### config.mk
export PLATFORM = sky130hd
export DESIGN_NAME = mem_scheduler
export DESIGN_NICKNAME = d
export VERILOG_FILES = /design/src/hdl/sched_pkg.sv /design/src/hdl/loop_cfg_if.sv /design/src/hdl/x_tile_walker.sv /design/src/hdl/job_desc_latch.sv /design/src/hdl/stream_start_ctrl.sv /design/src/hdl/mem_scheduler.sv
export SDC_FILE = /design/constraint.sdc
export NUM_CORES = 1
export LEC_CHECK = 0
export ABC_AREA = 1
export BUFFER_PORTS_ARGS = -buffer_cell sky130_fd_sc_hd__buf_2
export CAP_MARGIN = 20
export CELL_PAD_IN_SITES_DETAIL_PLACEMENT = 1
export CELL_PAD_IN_SITES_GLOBAL_PLACEMENT = 1
export CORE_AREA = 2 2 295 297
export CTS_BUF_LIST = sky130_fd_sc_hd__clkbuf_8 sky130_fd_sc_hd__clkbuf_16
export DETAILED_ROUTE_END_ITERATION = 12
export DIE_AREA = 0 0 297 299
export PLACE_DENSITY = 0.74
export SETUP_SLACK_MARGIN = 0.05
export SYNTH_ARGS = -nofsm -noshare
export SYNTH_HDL_FRONTEND = slang
export SYNTH_SLANG_ARGS = --single-unit
### constraint.sdc
create_clock -name clk_i -period 2.5 [get_ports clk_i]
set_input_delay 0.125 -clock clk_i [delete_from_list [all_inputs] [get_ports clk_i]]
set_output_delay 0.125 -clock clk_i [all_outputs]
set_load 0.01 [all_outputs]
### src/hdl/sched_pkg.sv
/*
  Memory scheduler package
  Widths, the column step and the loop-bound types shared by the
  scheduler blocks
*/
`default_nettype none

package sched_pkg;

  // Address and stride width in bits
  localparam int unsigned ADDR_W = 32;
  // Iteration counter width
  localparam int unsigned ITER_W = 16;

  // Datapath and memory word widths in bits
  localparam int unsigned DATA_W = 256;
  localparam int unsigned MEM_DW = 32;

  // Bytes advanced per X column tile and per W column group
  localparam int unsigned COL_JUMP = (MEM_DW / 8) * (DATA_W / MEM_DW);

  // Address or stride
  typedef logic [ADDR_W-1:0] addr_t;

  // Loop count
  typedef logic [ITER_W-1:0] iter_t;

  // Leftover rows on the last X row tile
  typedef logic [7:0] len_t;

endpackage : sched_pkg

`default_nettype wire

### src/hdl/loop_cfg_if.sv
/*
  Loop configuration interface
  Carries the job's loop bounds to the X tile walker and the descriptor latch
*/
`timescale 1ns/100ps
`default_nettype none

interface loop_cfg_if;
  import sched_pkg::*;

  iter_t x_col_iters;
  iter_t x_row_iters;
  iter_t w_col_iters;
  iter_t tot_x_reads;
  len_t  x_leftover;

  modport src (
    output x_col_iters, x_row_iters, w_col_iters, tot_x_reads, x_leftover
  );

  modport walker (
    input x_col_iters, x_row_iters, w_col_iters, tot_x_reads, x_leftover
  );

  // The latch only needs the W column group count
  modport desc (
    input w_col_iters
  );

endinterface : loop_cfg_if

`default_nettype wire

### src/hdl/x_tile_walker.sv
/*
  X tile walker
  Walks the X input tile by tile with column, W column group and row counters
  and forms the X base address, the read count and the reads-open status
*/
`timescale 1ns/100ps
`default_nettype none

module x_tile_walker #(
  parameter int unsigned ARRAY_W = 12,
  parameter int unsigned LEN_W   = $clog2(ARRAY_W) + 1
) (
  input  logic             clk_i,
  input  logic             rst_ni,
  input  logic             clear_i,
  input  logic             sched_rst_i,
  input  logic             x_done_i,
  loop_cfg_if.walker       cfg,
  input  sched_pkg::addr_t x_addr_i,
  input  sched_pkg::addr_t x_rows_offs_i,
  output sched_pkg::addr_t x_base_addr_o,
  output logic [LEN_W-1:0] x_tot_len_o,
  output logic             x_reads_open_o
);
  import sched_pkg::*;

  iter_t col_q;
  iter_t wcol_q;
  iter_t row_q;
  iter_t reads_q;
  addr_t col_offs_q;
  addr_t row_offs_q;

  logic  col_last;
  logic  wcol_last;
  logic  row_last;

  // Last index of each loop
  assign col_last  = (col_q == cfg.x_col_iters - iter_t'(1));
  assign wcol_last = (wcol_q == cfg.w_col_iters - iter_t'(1));
  assign row_last  = (row_q == cfg.x_row_iters - iter_t'(1));

  always_ff @(posedge clk_i or negedge rst_ni) begin
    if (!rst_ni) begin
      col_q      <= '0;
      wcol_q     <= '0;
      row_q      <= '0;
      col_offs_q <= '0;
      row_offs_q <= '0;
    end else if (clear_i || sched_rst_i) begin
      col_q      <= '0;
      wcol_q     <= '0;
      row_q      <= '0;
      col_offs_q <= '0;
      row_offs_q <= '0;
    end else if (x_done_i) begin
      if (col_last) begin
        col_q      <= '0;
        col_offs_q <= '0;
        wcol_q     <= wcol_last ? '0 : wcol_q + iter_t'(1);
        // Next row tile once every W column group has seen this one
        if (wcol_last) begin
          row_q      <= row_last ? '0 : row_q + iter_t'(1);
          row_offs_q <= row_last ? '0 : row_offs_q + x_rows_offs_i;
        end
      end else begin
        col_q      <= col_q + iter_t'(1);
        col_offs_q <= col_offs_q + addr_t'(COL_JUMP);
      end
    end
  end

  // X tiles fetched so far in this job
  always_ff @(posedge clk_i or negedge rst_ni) begin
    if (!rst_ni) begin
      reads_q <= '0;
    end else if (clear_i || sched_rst_i) begin
      reads_q <= '0;
    end else if (x_done_i) begin
      reads_q <= reads_q + iter_t'(1);
    end
  end

  assign x_base_addr_o = x_addr_i + row_offs_q + col_offs_q;

  // Last row tile may hold fewer rows than the array width
  assign x_tot_len_o = (row_last && cfg.x_leftover != '0) ? LEN_W'(cfg.x_leftover)
                                                          : LEN_W'(ARRAY_W);

  assign x_reads_open_o = (reads_q != '0) && (reads_q != cfg.tot_x_reads);

endmodule : x_tile_walker

`default_nettype wire

### src/hdl/job_desc_latch.sv
/*
  Job descriptor latch
  Captures the W and Z stream descriptors and the Y enable at job start
*/
`timescale 1ns/100ps
`default_nettype none

module job_desc_latch (
  input  logic             clk_i,
  input  logic             rst_ni,
  input  logic             clear_i,
  input  logic             sched_rst_i,
  loop_cfg_if.desc         cfg,
  input  sched_pkg::addr_t w_addr_i,
  input  sched_pkg::addr_t w_tot_len_i,
  input  sched_pkg::addr_t w_d0_stride_i,
  input  sched_pkg::addr_t z_addr_i,
  input  sched_pkg::addr_t z_tot_len_i,
  input  sched_pkg::addr_t z_d0_stride_i,
  input  sched_pkg::addr_t z_d2_stride_i,
  input  sched_pkg::iter_t w_row_iters_i,
  input  logic             y_enable_i,
  output sched_pkg::addr_t w_base_addr_o,
  output sched_pkg::addr_t w_tot_len_o,
  output sched_pkg::addr_t w_d0_stride_o,
  output sched_pkg::iter_t w_d0_len_o,
  output sched_pkg::iter_t w_d1_len_o,
  output sched_pkg::addr_t z_base_addr_o,
  output sched_pkg::addr_t z_tot_len_o,
  output sched_pkg::addr_t z_d0_stride_o,
  output sched_pkg::addr_t z_d2_stride_o,
  output sched_pkg::iter_t z_d1_len_o,
  output logic             y_en_q_o
);
  import sched_pkg::*;

  // W column groups, shared by the W d1 and Z d1 lengths
  iter_t col_groups_q;

  always_ff @(posedge clk_i or negedge rst_ni) begin
    if (!rst_ni) begin
      w_base_addr_o <= '0;
      w_tot_len_o   <= '0;
      w_d0_stride_o <= '0;
      w_d0_len_o    <= '0;
      z_base_addr_o <= '0;
      z_tot_len_o   <= '0;
      z_d0_stride_o <= '0;
      z_d2_stride_o <= '0;
      col_groups_q  <= '0;
      y_en_q_o      <= 1'b0;
    end else if (clear_i) begin
      w_base_addr_o <= '0;
      w_tot_len_o   <= '0;
      w_d0_stride_o <= '0;
      w_d0_len_o    <= '0;
      z_base_addr_o <= '0;
      z_tot_len_o   <= '0;
      z_d0_stride_o <= '0;
      z_d2_stride_o <= '0;
      col_groups_q  <= '0;
      y_en_q_o      <= 1'b0;
    end else if (sched_rst_i) begin
      w_base_addr_o <= w_addr_i;
      w_tot_len_o   <= w_tot_len_i;
      w_d0_stride_o <= w_d0_stride_i;
      w_d0_len_o    <= w_row_iters_i;
      z_base_addr_o <= z_addr_i;
      z_tot_len_o   <= z_tot_len_i;
      z_d0_stride_o <= z_d0_stride_i;
      z_d2_stride_o <= z_d2_stride_i;
      col_groups_q  <= cfg.w_col_iters;
      y_en_q_o      <= y_enable_i;
    end
  end

  assign w_d1_len_o = col_groups_q;
  assign z_d1_len_o = col_groups_q;

endmodule : job_desc_latch

`default_nettype wire

### src/hdl/stream_start_ctrl.sv
/*
  Stream start controller
  Forms the X, W, Y and Z start requests from the load flags,
  the streamer ready levels and the walker status
*/
`timescale 1ns/100ps
`default_nettype none

module stream_start_ctrl (
  input  logic first_load_i,
  input  logic idle_i,
  input  logic x_reads_open_i,
  input  logic y_en_i,
  input  logic x_ready_i,
  input  logic w_ready_i,
  input  logic y_ready_i,
  input  logic z_ready_i,
  output logic x_req_start_o,
  output logic w_req_start_o,
  output logic y_req_start_o,
  output logic z_req_start_o
);

  logic x_want;

  // X keeps fetching tiles until the job's read count is used up
  assign x_want = first_load_i || x_reads_open_i;

  always_comb begin
    x_req_start_o = !idle_i && x_want && x_ready_i;

    // W, Y and Z only start on the first load of a job
    w_req_start_o = first_load_i && w_ready_i;
    y_req_start_o = first_load_i && y_en_i && y_ready_i;
    z_req_start_o = first_load_i && z_ready_i;
  end

endmodule : stream_start_ctrl

`default_nettype wire

### src/hdl/mem_scheduler.sv
/*
  Memory scheduler
  Turns the job's loop bounds and addresses into X, W and Z stream
  descriptors and start requests for the matrix-multiply streamers
*/
`timescale 1ns/100ps
`default_nettype none

module mem_scheduler #(
  parameter  int unsigned ARRAY_W = 12,
  localparam int unsigned LEN_W   = $clog2(ARRAY_W) + 1
) (
  input  logic             clk_i,
  input  logic             rst_ni,
  input  logic             clear_i,
  input  logic             sched_rst_i,
  input  logic             first_load_i,
  input  logic             idle_i,
  input  logic             x_done_i,
  input  logic             x_ready_i,
  input  logic             w_ready_i,
  input  logic             y_ready_i,
  input  logic             z_ready_i,
  input  logic             y_enable_i,
  input  sched_pkg::addr_t x_addr_i,
  input  sched_pkg::addr_t x_rows_offs_i,
  input  sched_pkg::addr_t x_d1_stride_i,
  input  sched_pkg::addr_t w_addr_i,
  input  sched_pkg::addr_t w_tot_len_i,
  input  sched_pkg::addr_t w_d0_stride_i,
  input  sched_pkg::addr_t z_addr_i,
  input  sched_pkg::addr_t z_tot_len_i,
  input  sched_pkg::addr_t z_d0_stride_i,
  input  sched_pkg::addr_t z_d2_stride_i,
  input  sched_pkg::iter_t x_col_iters_i,
  input  sched_pkg::iter_t x_row_iters_i,
  input  sched_pkg::iter_t w_col_iters_i,
  input  sched_pkg::iter_t w_row_iters_i,
  input  sched_pkg::iter_t tot_x_reads_i,
  input  sched_pkg::len_t  x_leftover_i,
  output sched_pkg::addr_t x_base_addr_o,
  output sched_pkg::addr_t x_d1_stride_o,
  output sched_pkg::addr_t w_base_addr_o,
  output sched_pkg::addr_t w_tot_len_o,
  output sched_pkg::addr_t w_d0_stride_o,
  output sched_pkg::addr_t z_base_addr_o,
  output sched_pkg::addr_t z_tot_len_o,
  output sched_pkg::addr_t z_d0_stride_o,
  output sched_pkg::addr_t z_d2_stride_o,
  output sched_pkg::iter_t w_d0_len_o,
  output sched_pkg::iter_t w_d1_len_o,
  output sched_pkg::iter_t z_d1_len_o,
  output logic [LEN_W-1:0] x_tot_len_o,
  output logic             x_req_start_o,
  output logic             w_req_start_o,
  output logic             y_req_start_o,
  output logic             z_req_start_o
);

  logic x_reads_open;
  logic y_en_q;

  loop_cfg_if cfg ();

  assign cfg.x_col_iters = x_col_iters_i;
  assign cfg.x_row_iters = x_row_iters_i;
  assign cfg.w_col_iters = w_col_iters_i;
  assign cfg.tot_x_reads = tot_x_reads_i;
  assign cfg.x_leftover  = x_leftover_i;

  // X row stride is taken straight from the register file
  assign x_d1_stride_o = x_d1_stride_i;

  x_tile_walker #(
    .ARRAY_W (ARRAY_W),
    .LEN_W   (LEN_W)
  ) u_x_tile_walker (
    .clk_i          (clk_i),
    .rst_ni         (rst_ni),
    .clear_i        (clear_i),
    .sched_rst_i    (sched_rst_i),
    .x_done_i       (x_done_i),
    .cfg            (cfg.walker),
    .x_addr_i       (x_addr_i),
    .x_rows_offs_i  (x_rows_offs_i),
    .x_base_addr_o  (x_base_addr_o),
    .x_tot_len_o    (x_tot_len_o),
    .x_reads_open_o (x_reads_open)
  );

  job_desc_latch u_job_desc_latch (
    .clk_i         (clk_i),
    .rst_ni        (rst_ni),
    .clear_i       (clear_i),
    .sched_rst_i   (sched_rst_i),
    .cfg           (cfg.desc),
    .w_addr_i      (w_addr_i),
    .w_tot_len_i   (w_tot_len_i),
    .w_d0_stride_i (w_d0_stride_i),
    .z_addr_i      (z_addr_i),
    .z_tot_len_i   (z_tot_len_i),
    .z_d0_stride_i (z_d0_stride_i),
    .z_d2_stride_i (z_d2_stride_i),
    .w_row_iters_i (w_row_iters_i),
    .y_enable_i    (y_enable_i),
    .w_base_addr_o (w_base_addr_o),
    .w_tot_len_o   (w_tot_len_o),
    .w_d0_stride_o (w_d0_stride_o),
    .w_d0_len_o    (w_d0_len_o),
    .w_d1_len_o    (w_d1_len_o),
    .z_base_addr_o (z_base_addr_o),
    .z_tot_len_o   (z_tot_len_o),
    .z_d0_stride_o (z_d0_stride_o),
    .z_d2_stride_o (z_d2_stride_o),
    .z_d1_len_o    (z_d1_len_o),
    .y_en_q_o      (y_en_q)
  );

  stream_start_ctrl u_stream_start_ctrl (
    .first_load_i   (first_load_i),
    .idle_i         (idle_i),
    .x_reads_open_i (x_reads_open),
    .y_en_i         (y_en_q),
    .x_ready_i      (x_ready_i),
    .w_ready_i      (w_ready_i),
    .y_ready_i      (y_ready_i),
    .z_ready_i      (z_ready_i),
    .x_req_start_o  (x_req_start_o),
    .w_req_start_o  (w_req_start_o),
    .y_req_start_o  (y_req_start_o),
    .z_req_start_o  (z_req_start_o)
  );

endmodule : mem_scheduler

`default_nettype wire

==> impl_metrics.toml, run 1 <==
[critical_path]
critPathMaxFanout = 4
critPathMostFrequentCell = "sky130_fd_sc_hd__a21oi_2"
cpPeakStageDelay_ns = 0.58
classification_of_the_worst_setup_path = "reg2out"
critical_path.startpoint_type = "register"
critical_path.cell_chain = "fa_1 -> ha_4 -> a21o_1 -> a21oi_2 -> nand2_1 -> a21oi_2 -> buf_4 -> o21ai_2 -> xor2_1 -> buf_2"
timing.critical_path.from = "u_x_tile_walker.row_offs_q[5]"
critical_path.slowest_cell = "sky130_fd_sc_hd__fa_1"
crit_arrival_ns = 3.16
worstReg2RegStart = "u_x_tile_walker.row_q[0]"
required_time_of_the_worst_setup_path_ns = 2.38
setup.worst_path.end_class = "output pin"

[synth]
synth-edff-count = 0
syn_nets = 3697
synth.distinct_cells = 44
synth_area_leaders = "sky130_fd_sc_hd__dfrtp_1, sky130_fd_sc_hd__nand2_1, sky130_fd_sc_hd__nand3_1, sky130_fd_sc_hd__nor2_1, sky130_fd_sc_hd__ha_1"
synth_async_sr_flop_share_pct = 100
synthDominantAreaCellType = "sky130_fd_sc_hd__dfrtp_1"
synth_top_flop_cell = "sky130_fd_sc_hd__dfrtp_1"
synth.cell_area_mm2 = 0.0234
synth_seq_area_share_pct = 40.6
postSynthAreaPerCell_um2 = 7.37
syn_warnings = 0
ys_seq_elements = 380
synth_top_area_share_pct = 40.6
syn-instance-count = 3174

[layout]
syn2layout_area_growth_pct = 53.2
layout.core_utilization_pct = 41.7
layout_net_count = 4811
final_area_mm2 = 0.0359
final_layout_size_suffix_gt1_share_pct = 30.7

[floorplan]
floorplan.die.width_um = 297
floorplan.die_area_mm2 = 0.0888
std_cell_rows = 108
start_util_pct = 27.2
num_io_pins = 765
chipHeight_um = 299
placeableCoreArea_mm2 = 0.0859

[drt]
drt_pass1_iterations = 5
detailroute.via_count = 27000
route.detailed.drc = 0
routed_wl_um = 116000
routed_wire_length_per_instance_um = 21.0
routed_via_density = 4.91
drt.antenna.violating_nets = 0
initial_drt_markers = 1537

[worst_hold_path]
holdCritStartpoint = "x_rows_offs_i[30]"
hold_path.class = "in2reg"

[timing]
timing_hold_violations_final = 0
timing.final.crit_period_ns = 3.28
skew_ns = 0.0147
min_period_over_period_pct = 131
worstMarginPinSlew_ns = 0.826
finalWorstSetupSlack_ns = -0.781
grt_setup_unrepaired = "true"
slew-limit-headroom_pct = 44.9
final_max_slew_viol_count = 0
fmaxAchievable_mhz = 305
setup_viol_count_final = 32

[status]
outcome = "finished, violations left"
failed_checks = "negative setup slack"

[grt]
pin_count_of_the_biggest_net_entering_global_routing = 150
grt.total_usage_pct = 24.4
grt_pass1_wl_um = 171000
first_global_vias = 29200
grt_remaining_overflow = 0
antenna_found_initial = 19

[clock_tree]
ctsHtreeMaxLevel = 2
clock_tree.buffer_depth = 3
cts_tree = "yes"
cts.root.buffer_cell = "sky130_fd_sc_hd__clkbuf_16"
cts_num_sinks = 380
cts_made_buffers = 50
clkTransAtPathRegs_ns = 0.07
clk_latency_ns = 0.61

[pwr]
power.static_leakage_nw = 18.8
power_density_mw_per_mm2 = 575
vdd_drop_max_mv = 0.460

[placed_design]
gp_congestion = 0.927
dp_hpwl_um = 76400
port-buffer-count = 700
place_area_mm2 = 0.0291

[run]
max-cap-violations = 0
==> final timing paths <==
check                                                 endpoint  slack, ns  cells after the start
max in group asynchronous       u_x_tile_walker.col_offs_q[18]       1.55                      3
worst min register to register     u_x_tile_walker.reads_q[14]       0.46                      1
min in group asynchronous       u_x_tile_walker.row_offs_q[10]       0.14                      2
worst min-delay path            u_x_tile_walker.row_offs_q[30]       0.08                      7
worst max register to register  u_x_tile_walker.row_offs_q[10]       0.08                     17
worst max-delay path                         x_base_addr_o[16]      -0.78                     10
==> cells by family after synthesis <==
| logic type | share of synthesized area, % |
|---|---|
| and+or+nand+nor | 35.1 |
| DFF | 40.6 |
| adders and majority gates | 6.40 |
| muxes | 0.0428 |
| AOI/OAI and AO/OA | 4.78 |
| xor gates and xnor gates | 5.80 |
| buffers and inverters | 7.23 |
==> cells in the final DEF, fill, tap and decap left out, types with 10 or more instances in the layout <==
cell,count
sky130_fd_sc_hd__a21oi_1,50
sky130_fd_sc_hd__a21oi_2,24
sky130_fd_sc_hd__buf_12,21
sky130_fd_sc_hd__buf_2,684
sky130_fd_sc_hd__buf_4,204
sky130_fd_sc_hd__buf_6,41
sky130_fd_sc_hd__clkbuf_16,57
sky130_fd_sc_hd__clkbuf_8,15
sky130_fd_sc_hd__dfrtp_1,365
sky130_fd_sc_hd__dfrtp_2,15
sky130_fd_sc_hd__diode_2,17
sky130_fd_sc_hd__dlygate4sd3_1,270
sky130_fd_sc_hd__fa_1,24
sky130_fd_sc_hd__ha_1,46
sky130_fd_sc_hd__ha_4,26
sky130_fd_sc_hd__inv_1,204
sky130_fd_sc_hd__inv_2,16
sky130_fd_sc_hd__nand2_1,1101
sky130_fd_sc_hd__nand2_2,47
sky130_fd_sc_hd__nand2_4,12
sky130_fd_sc_hd__nand3_1,347
sky130_fd_sc_hd__nand3_2,10
sky130_fd_sc_hd__nand3b_1,26
sky130_fd_sc_hd__nand4_1,27
sky130_fd_sc_hd__nor2_1,246
sky130_fd_sc_hd__nor2_2,49
sky130_fd_sc_hd__nor2_4,19
sky130_fd_sc_hd__nor3_1,46
sky130_fd_sc_hd__o21ai_0,53
sky130_fd_sc_hd__xnor2_1,55
sky130_fd_sc_hd__xor2_1,78
==> cells in the mapped netlist (3+ instances only) <==
master / n
sky130_fd_sc_hd__a21boi_0: 3
sky130_fd_sc_hd__a21o_1: 9
sky130_fd_sc_hd__a21oi_1: 77
sky130_fd_sc_hd__a221oi_1: 3
sky130_fd_sc_hd__a31oi_1: 12
sky130_fd_sc_hd__buf_1: 3
sky130_fd_sc_hd__buf_2: 11
sky130_fd_sc_hd__buf_4: 48
sky130_fd_sc_hd__buf_6: 10
sky130_fd_sc_hd__clkbuf_1: 92
sky130_fd_sc_hd__clkbuf_2: 3
sky130_fd_sc_hd__dfrtp_1: 380
sky130_fd_sc_hd__fa_1: 28
sky130_fd_sc_hd__ha_1: 75
sky130_fd_sc_hd__inv_1: 205
sky130_fd_sc_hd__inv_2: 5
sky130_fd_sc_hd__nand2_1: 1157
sky130_fd_sc_hd__nand2_2: 3
sky130_fd_sc_hd__nand3_1: 356
sky130_fd_sc_hd__nand3_2: 3
sky130_fd_sc_hd__nand3b_1: 26
sky130_fd_sc_hd__nand4_1: 27
sky130_fd_sc_hd__nor2_1: 283
sky130_fd_sc_hd__nor2_2: 25
sky130_fd_sc_hd__nor2_4: 6
sky130_fd_sc_hd__nor3_1: 53
sky130_fd_sc_hd__nor3b_1: 4
sky130_fd_sc_hd__nor4_1: 12
sky130_fd_sc_hd__o21a_1: 5
sky130_fd_sc_hd__o21ai_0: 69
sky130_fd_sc_hd__o21bai_1: 6
sky130_fd_sc_hd__o22ai_1: 5
sky130_fd_sc_hd__or2_2: 4
sky130_fd_sc_hd__xnor2_1: 65
sky130_fd_sc_hd__xor2_1: 90
==> layer usage <==
| layer | vias up | GRT usage, % | wire (um) |
|---|---|---|---|
| met1 | 13300 | 27.5 | 43700 |
| met5 | - | 0 | 26 |
| met4 | 4 | 13.3 | 6900 |
| li1 | 12400 | - | - |
| met2 | 1025 | 43.1 | 57900 |
| met3 | 333 | 5.22 | 7120 |
==> metrics by stage <==
step	worst slack, ns	cells	hold slack (ns)	total power, mW	setup TNS [ns]
after global placement	-0.162	5053	0.182	11.4	-2.09
after global routing	-0.904	5492	0.131	21.5	-20.28
after CTS	-0.691	5443	0.0336	20.0	-16.05
final	-0.781	5499	0.0761	20.6	-16.96
after floorplan	0.0604	3174	-0.171	9.12	0
after detailed placement	-0.277	5053	0.185	11.5	-3.03
==> worst max-delay path, delay by kind of cell, from the launching register on <==
kind,cells,cell delay (ns)
flip-flops,1,0.39
adder cells (fa/ha/maj),2,0.82
AND/OR/NAND/NOR,1,0.10
XOR/XNOR,1,0.24
buffers and inverters,2,0.34
AO/OA/AOI/OAI,4,0.65
==> cell type report <==
cell class / count / area, um2
antenna: 17 / 42.5
clock buffer: 65 / 1470
clock inverter: 26 / 263
fill: 10600 / 50100
inverter: 211 / 797
multi-input combinational: 2416 / 13600
sequential: 380 / 9530
tap: 1155 / 1450
timing repair buffer: 1229 / 8730
==> where the power goes <==
part / switching, mW / internal [mW]
Combinational: 3.47 / 2.71
Clock: 3.15 / 4.55
Sequential: 0.269 / 6.47
Total: 6.89 / 13.7
==> timing repair <==
action / in CTS / in global routing
hold buffers: 270 / 0
pin swaps: 45 / 91
setup buffers: 30 / 35
endpoints found under the setup margin: 36 / 104
endpoints found under the hold margin: 351 / 0
resized for setup: 169 / 192
gates cloned: 0 / 10
==> flip-flops by register name (all words and copies together) (netlist names), 27 cells and up <==
register and flops:
u_x_tile_walker.col_offs_q 27, u_job_desc_latch.w_d0_stride_o 32, u_job_desc_latch.z_d2_stride_o 32, u_job_desc_latch.w_base_addr_o 32, u_job_desc_latch.z_base_addr_o 32, u_job_desc_latch.w_tot_len_o 32, u_x_tile_walker.row_offs_q 32, u_job_desc_latch.z_tot_len_o 32
u_job_desc_latch.z_d0_stride_o 32
Power figures use the tool's default switching activity.
==> inputs of run 2 (changes only) <==
--- a/config.mk
+++ b/config.mk
@@ -5,7 +5,6 @@
 export SDC_FILE = /design/constraint.sdc
 export NUM_CORES = 1
 export LEC_CHECK = 0
-export ABC_AREA = 1
 export BUFFER_PORTS_ARGS = -buffer_cell sky130_fd_sc_hd__buf_2
 export CAP_MARGIN = 20
 export CELL_PAD_IN_SITES_DETAIL_PLACEMENT = 1
@@ -14,7 +13,7 @@
 export CTS_BUF_LIST = sky130_fd_sc_hd__clkbuf_8 sky130_fd_sc_hd__clkbuf_16
 export DETAILED_ROUTE_END_ITERATION = 12
 export DIE_AREA = 0 0 297 299
-export PLACE_DENSITY = 0.74
+export PLACE_DENSITY = 0.68
 export SETUP_SLACK_MARGIN = 0.05
 export SYNTH_ARGS = -nofsm -noshare
 export SYNTH_HDL_FRONTEND = slang
==> impl_metrics.toml, run 2 <==
[status]
outcome = "finished, violations left"
failed_checks = "negative setup slack"

[timing]
setup_viol_count_final = 140
worstMarginPinSlew_ns = 0.968
skew_ns = 0.0302
finalWorstSetupSlack_ns = -1.60
slew-limit-headroom_pct = 35.4
timing.final.crit_period_ns = 4.10
timing_hold_violations_final = 0
grt_setup_unrepaired = "true"
min_period_over_period_pct = 164
fmaxAchievable_mhz = 244
final_max_slew_viol_count = 0
setup_tns_ns = -106.21

[synth]
synthMostInstantiatedCell = "sky130_fd_sc_hd__dfrtp_1"
syn_nets = 2704
synth_area_leaders = "sky130_fd_sc_hd__dfrtp_1, sky130_fd_sc_hd__mux2i_1, sky130_fd_sc_hd__nor2_1, sky130_fd_sc_hd__ha_1, sky130_fd_sc_hd__xor2_1"
synth_top_area_share_pct = 44.2
synth.distinct_cells = 74
synth_seq_area_share_pct = 44.2
synth-edff-count = 0
postSynthAreaPerCell_um2 = 9.87
synth_async_sr_flop_share_pct = 100
synth.cell_area_mm2 = 0.0215
post_synth_most_frequent_cells = "sky130_fd_sc_hd__dfrtp_1, sky130_fd_sc_hd__nor2_1, sky130_fd_sc_hd__mux2i_1, sky130_fd_sc_hd__o21ai_0, sky130_fd_sc_hd__nand2_1"
synth_top_flop_cell = "sky130_fd_sc_hd__dfrtp_1"
syn-instance-count = 2181
ys_seq_elements = 380
syn_warnings = 0
synthDominantAreaCellType = "sky130_fd_sc_hd__dfrtp_1"

[layout]
layout_net_count = 3976
area.sequential_mm2 = 0.00951
post_layout_nonfiller_instances = 4651
final_layout_size_suffix_gt1_share_pct = 40.7
multi_input_comb_area_mm2 = 0.0125
fillers = 9866
layout_commonest_cell = "sky130_fd_sc_hd__buf_2"
syn2layout_area_growth_pct = 63.0
mostFrequentLayoutCells = "sky130_fd_sc_hd__buf_2, sky130_fd_sc_hd__dfrtp_1, sky130_fd_sc_hd__nor2_1, sky130_fd_sc_hd__buf_4, sky130_fd_sc_hd__dlygate4sd3_1"

[drt]
drt.antenna.violating_nets = 0
initial_drt_markers = 903
detailroute.via_count = 22000
routed_wl_um = 97700
routed_wire_length_per_instance_um = 21.0
routed_via_density = 4.73
drt_pass1_iterations = 5
route.detailed.drc = 0

[critical_path]
cpPeakStageDelay_ns = 0.61
critical-path-top-delay-family = "compound AO/OA/AOI/OAI gates"
critPathMostFrequentCell = "sky130_fd_sc_hd__buf_4"
critical_path.slowest_cell = "sky130_fd_sc_hd__fa_1"
setup.worst_path.end_class = "output pin"
crit_arrival_ns = 3.98
classification_of_the_worst_setup_path = "reg2out"
critical_path.startpoint_type = "register"
required_time_of_the_worst_setup_path_ns = 2.38
rr_worst_depth = 12
rr_endpoint = "u_x_tile_walker.row_q[10]"
critical_path_buf_inv_count = 3
worstReg2RegStart = "u_x_tile_walker.col_q[3]"
critical_path.cell_chain = "fa_1 -> ha_4 -> a21oi_4 -> o211ai_1 -> a311oi_2 -> buf_4 -> o41ai_4 -> a2111oi_4 -> buf_4 -> nor2_2 -> a21o_1 -> a21oi_2 -> xnor2_2 -> buf_4"
critPathMaxFanout = 3
r2r_setup_slack_ns = -0.90

[floorplan]
floorplan.die.width_um = 297
num_io_pins = 765
floorplan.die_area_mm2 = 0.0888
chipHeight_um = 299
std_cell_rows = 108
placeableCoreArea_mm2 = 0.0859
start_util_pct = 25.0

[run]
max-cap-violations = 0

[grt]
grt.total_usage_pct = 21.3
grt_pass1_wl_um = 148000
first_global_vias = 24700
pin_count_of_the_biggest_net_entering_global_routing = 193
antenna_found_initial = 8
grt_remaining_overflow = 0

[clock_tree]
cts_tree = "yes"
clkTransAtPathRegs_ns = 0.06
clock_tree.buffer_depth = 3
clk_latency_ns = 0.60
cts_num_sinks = 380
ctsHtreeMaxLevel = 2
cts.root.buffer_cell = "sky130_fd_sc_hd__clkbuf_16"
cts_made_buffers = 47

[placed_design]
port-buffer-count = 700
gp_congestion = 0.852
dp_hpwl_um = 66300
placedCellCount = 4219

[worst_hold_path]
holdPathStages = 4
hold_end = "u_job_desc_latch.w_d1_len_o[14]"
holdCritStartpoint = "w_col_iters_i[14]"
hold_path.class = "in2reg"

[pwr]
pint_mw = 11.9
pwr-share-seq_pct = 39.4
total_switching_power_mw = 4.78
combinational_share_of_power_pct = 18.3
vdd_drop_max_mv = 0.410
pwr-share-clk_pct = 42.3
power.share.switching_pct = 28.6
power_density_mw_per_mm2 = 475
power.static_leakage_nw = 18.0
-- run 2: cell count changes after synthesis, sizes merged, moves of 21 or more --
cell,before,now
inv,210,30
mux2i,1,260
nand2,1160,120
nand3,359,37
o21ai,71,134
nand2b,0,21
and3,0,32
nor2,314,378
or3,0,21
clkbuf,95,71
nor3,53,24
-- run 2: cells by family after synthesis --
group | share of synthesized area, %
AND/OR/NAND/NOR | 16.0
flip-flops | 44.2
AO/OA/AOI/OAI | 9.50
multiplexers | 12.1
buffers and inverters | 4.07
XOR/XNOR | 7.16
adder cells (fa/ha/maj) | 6.96
-- run 2: per-layer routing --
| metal | wire length [um] | track usage (%) |
|---|---|---|
| met1 | 38400 | 24.3 |
| met2 | 50200 | 38.3 |
| met3 | 4710 | 4.41 |
| met4 | 4390 | 9.38 |
| met5 | 0 | 0 |
-- run 2: metrics by stage --
step	instance area [um2]	power [mW]	hold WS, ns	utilization (%)	setup WS, ns
after floorplan	22000	7.77	-0.171	-	-0.612
after global placement	28700	8.99	0.0926	33.4	-1.34
after detailed placement	28700	9.05	0.112	33.4	-1.31
after CTS	34500	16.8	0.0126	40.2	-1.58
after global routing	35100	17.3	0.0380	40.8	-1.79
final	35100	16.7	0.00648	40.8	-1.60
-- run 2: area by class of cell --
cell class	instances	share of cell area, %
Clock buffer	54	3.63
Inverter	30	0.342
Timing Repair Buffer	1373	28.2
Sequential cell	380	27.1
Tap cell	1155	4.12
Clock inverter	29	0.810
Antenna cell	9	0.0642
Multi-Input combinational cell	1621	35.8
-- run 2: how the worst max path moves through the flow --
stage | cells after the start | endpoint | slack [ns] | start
floorplan | 13 | x_base_addr_o[29] | -0.61 | u_x_tile_walker.row_offs_q[16]
global placement | 14 | x_base_addr_o[30] | -1.34 | u_x_tile_walker.row_offs_q[9]
detailed placement | 14 | x_base_addr_o[30] | -1.31 | u_x_tile_walker.row_offs_q[7]
CTS | 14 | x_base_addr_o[30] | -1.58 | u_x_tile_walker.row_offs_q[7]
global route | 14 | x_base_addr_o[22] | -1.79 | u_x_tile_walker.row_offs_q[7]
finish | 14 | x_base_addr_o[22] | -1.60 | u_x_tile_walker.row_offs_q[7]
-- run 2: worst min-delay path: stages --
cell,delay (ns)
sky130_fd_sc_hd__buf_2,0.15
sky130_fd_sc_hd__buf_4,0.15
sky130_fd_sc_hd__mux2i_1,0.06
sky130_fd_sc_hd__nor2_1,0.08
-- run 2: power by group through the flow --
| stage | registers [mW] | clock network [mW] | logic [mW] |
|---|---|---|---|
| global route | 6.59 | 7.47 | 3.27 |
| detailed placement | 6.65 | 0 | 2.40 |
| CTS | 6.55 | 7.21 | 2.99 |
| global placement | 6.64 | 0 | 2.35 |
| floorplan | 6.74 | 0 | 1.03 |
| finish | 6.57 | 7.05 | 3.05 |
-- run 2: timing repair --
item,CTS,global route
pin swaps,97,65
endpoints found under the setup margin,141,140
resized for setup,219,134
buffers inserted,47,33
hold buffers,269,0
gates cloned,12,1
hold endpoints to repair,473,0
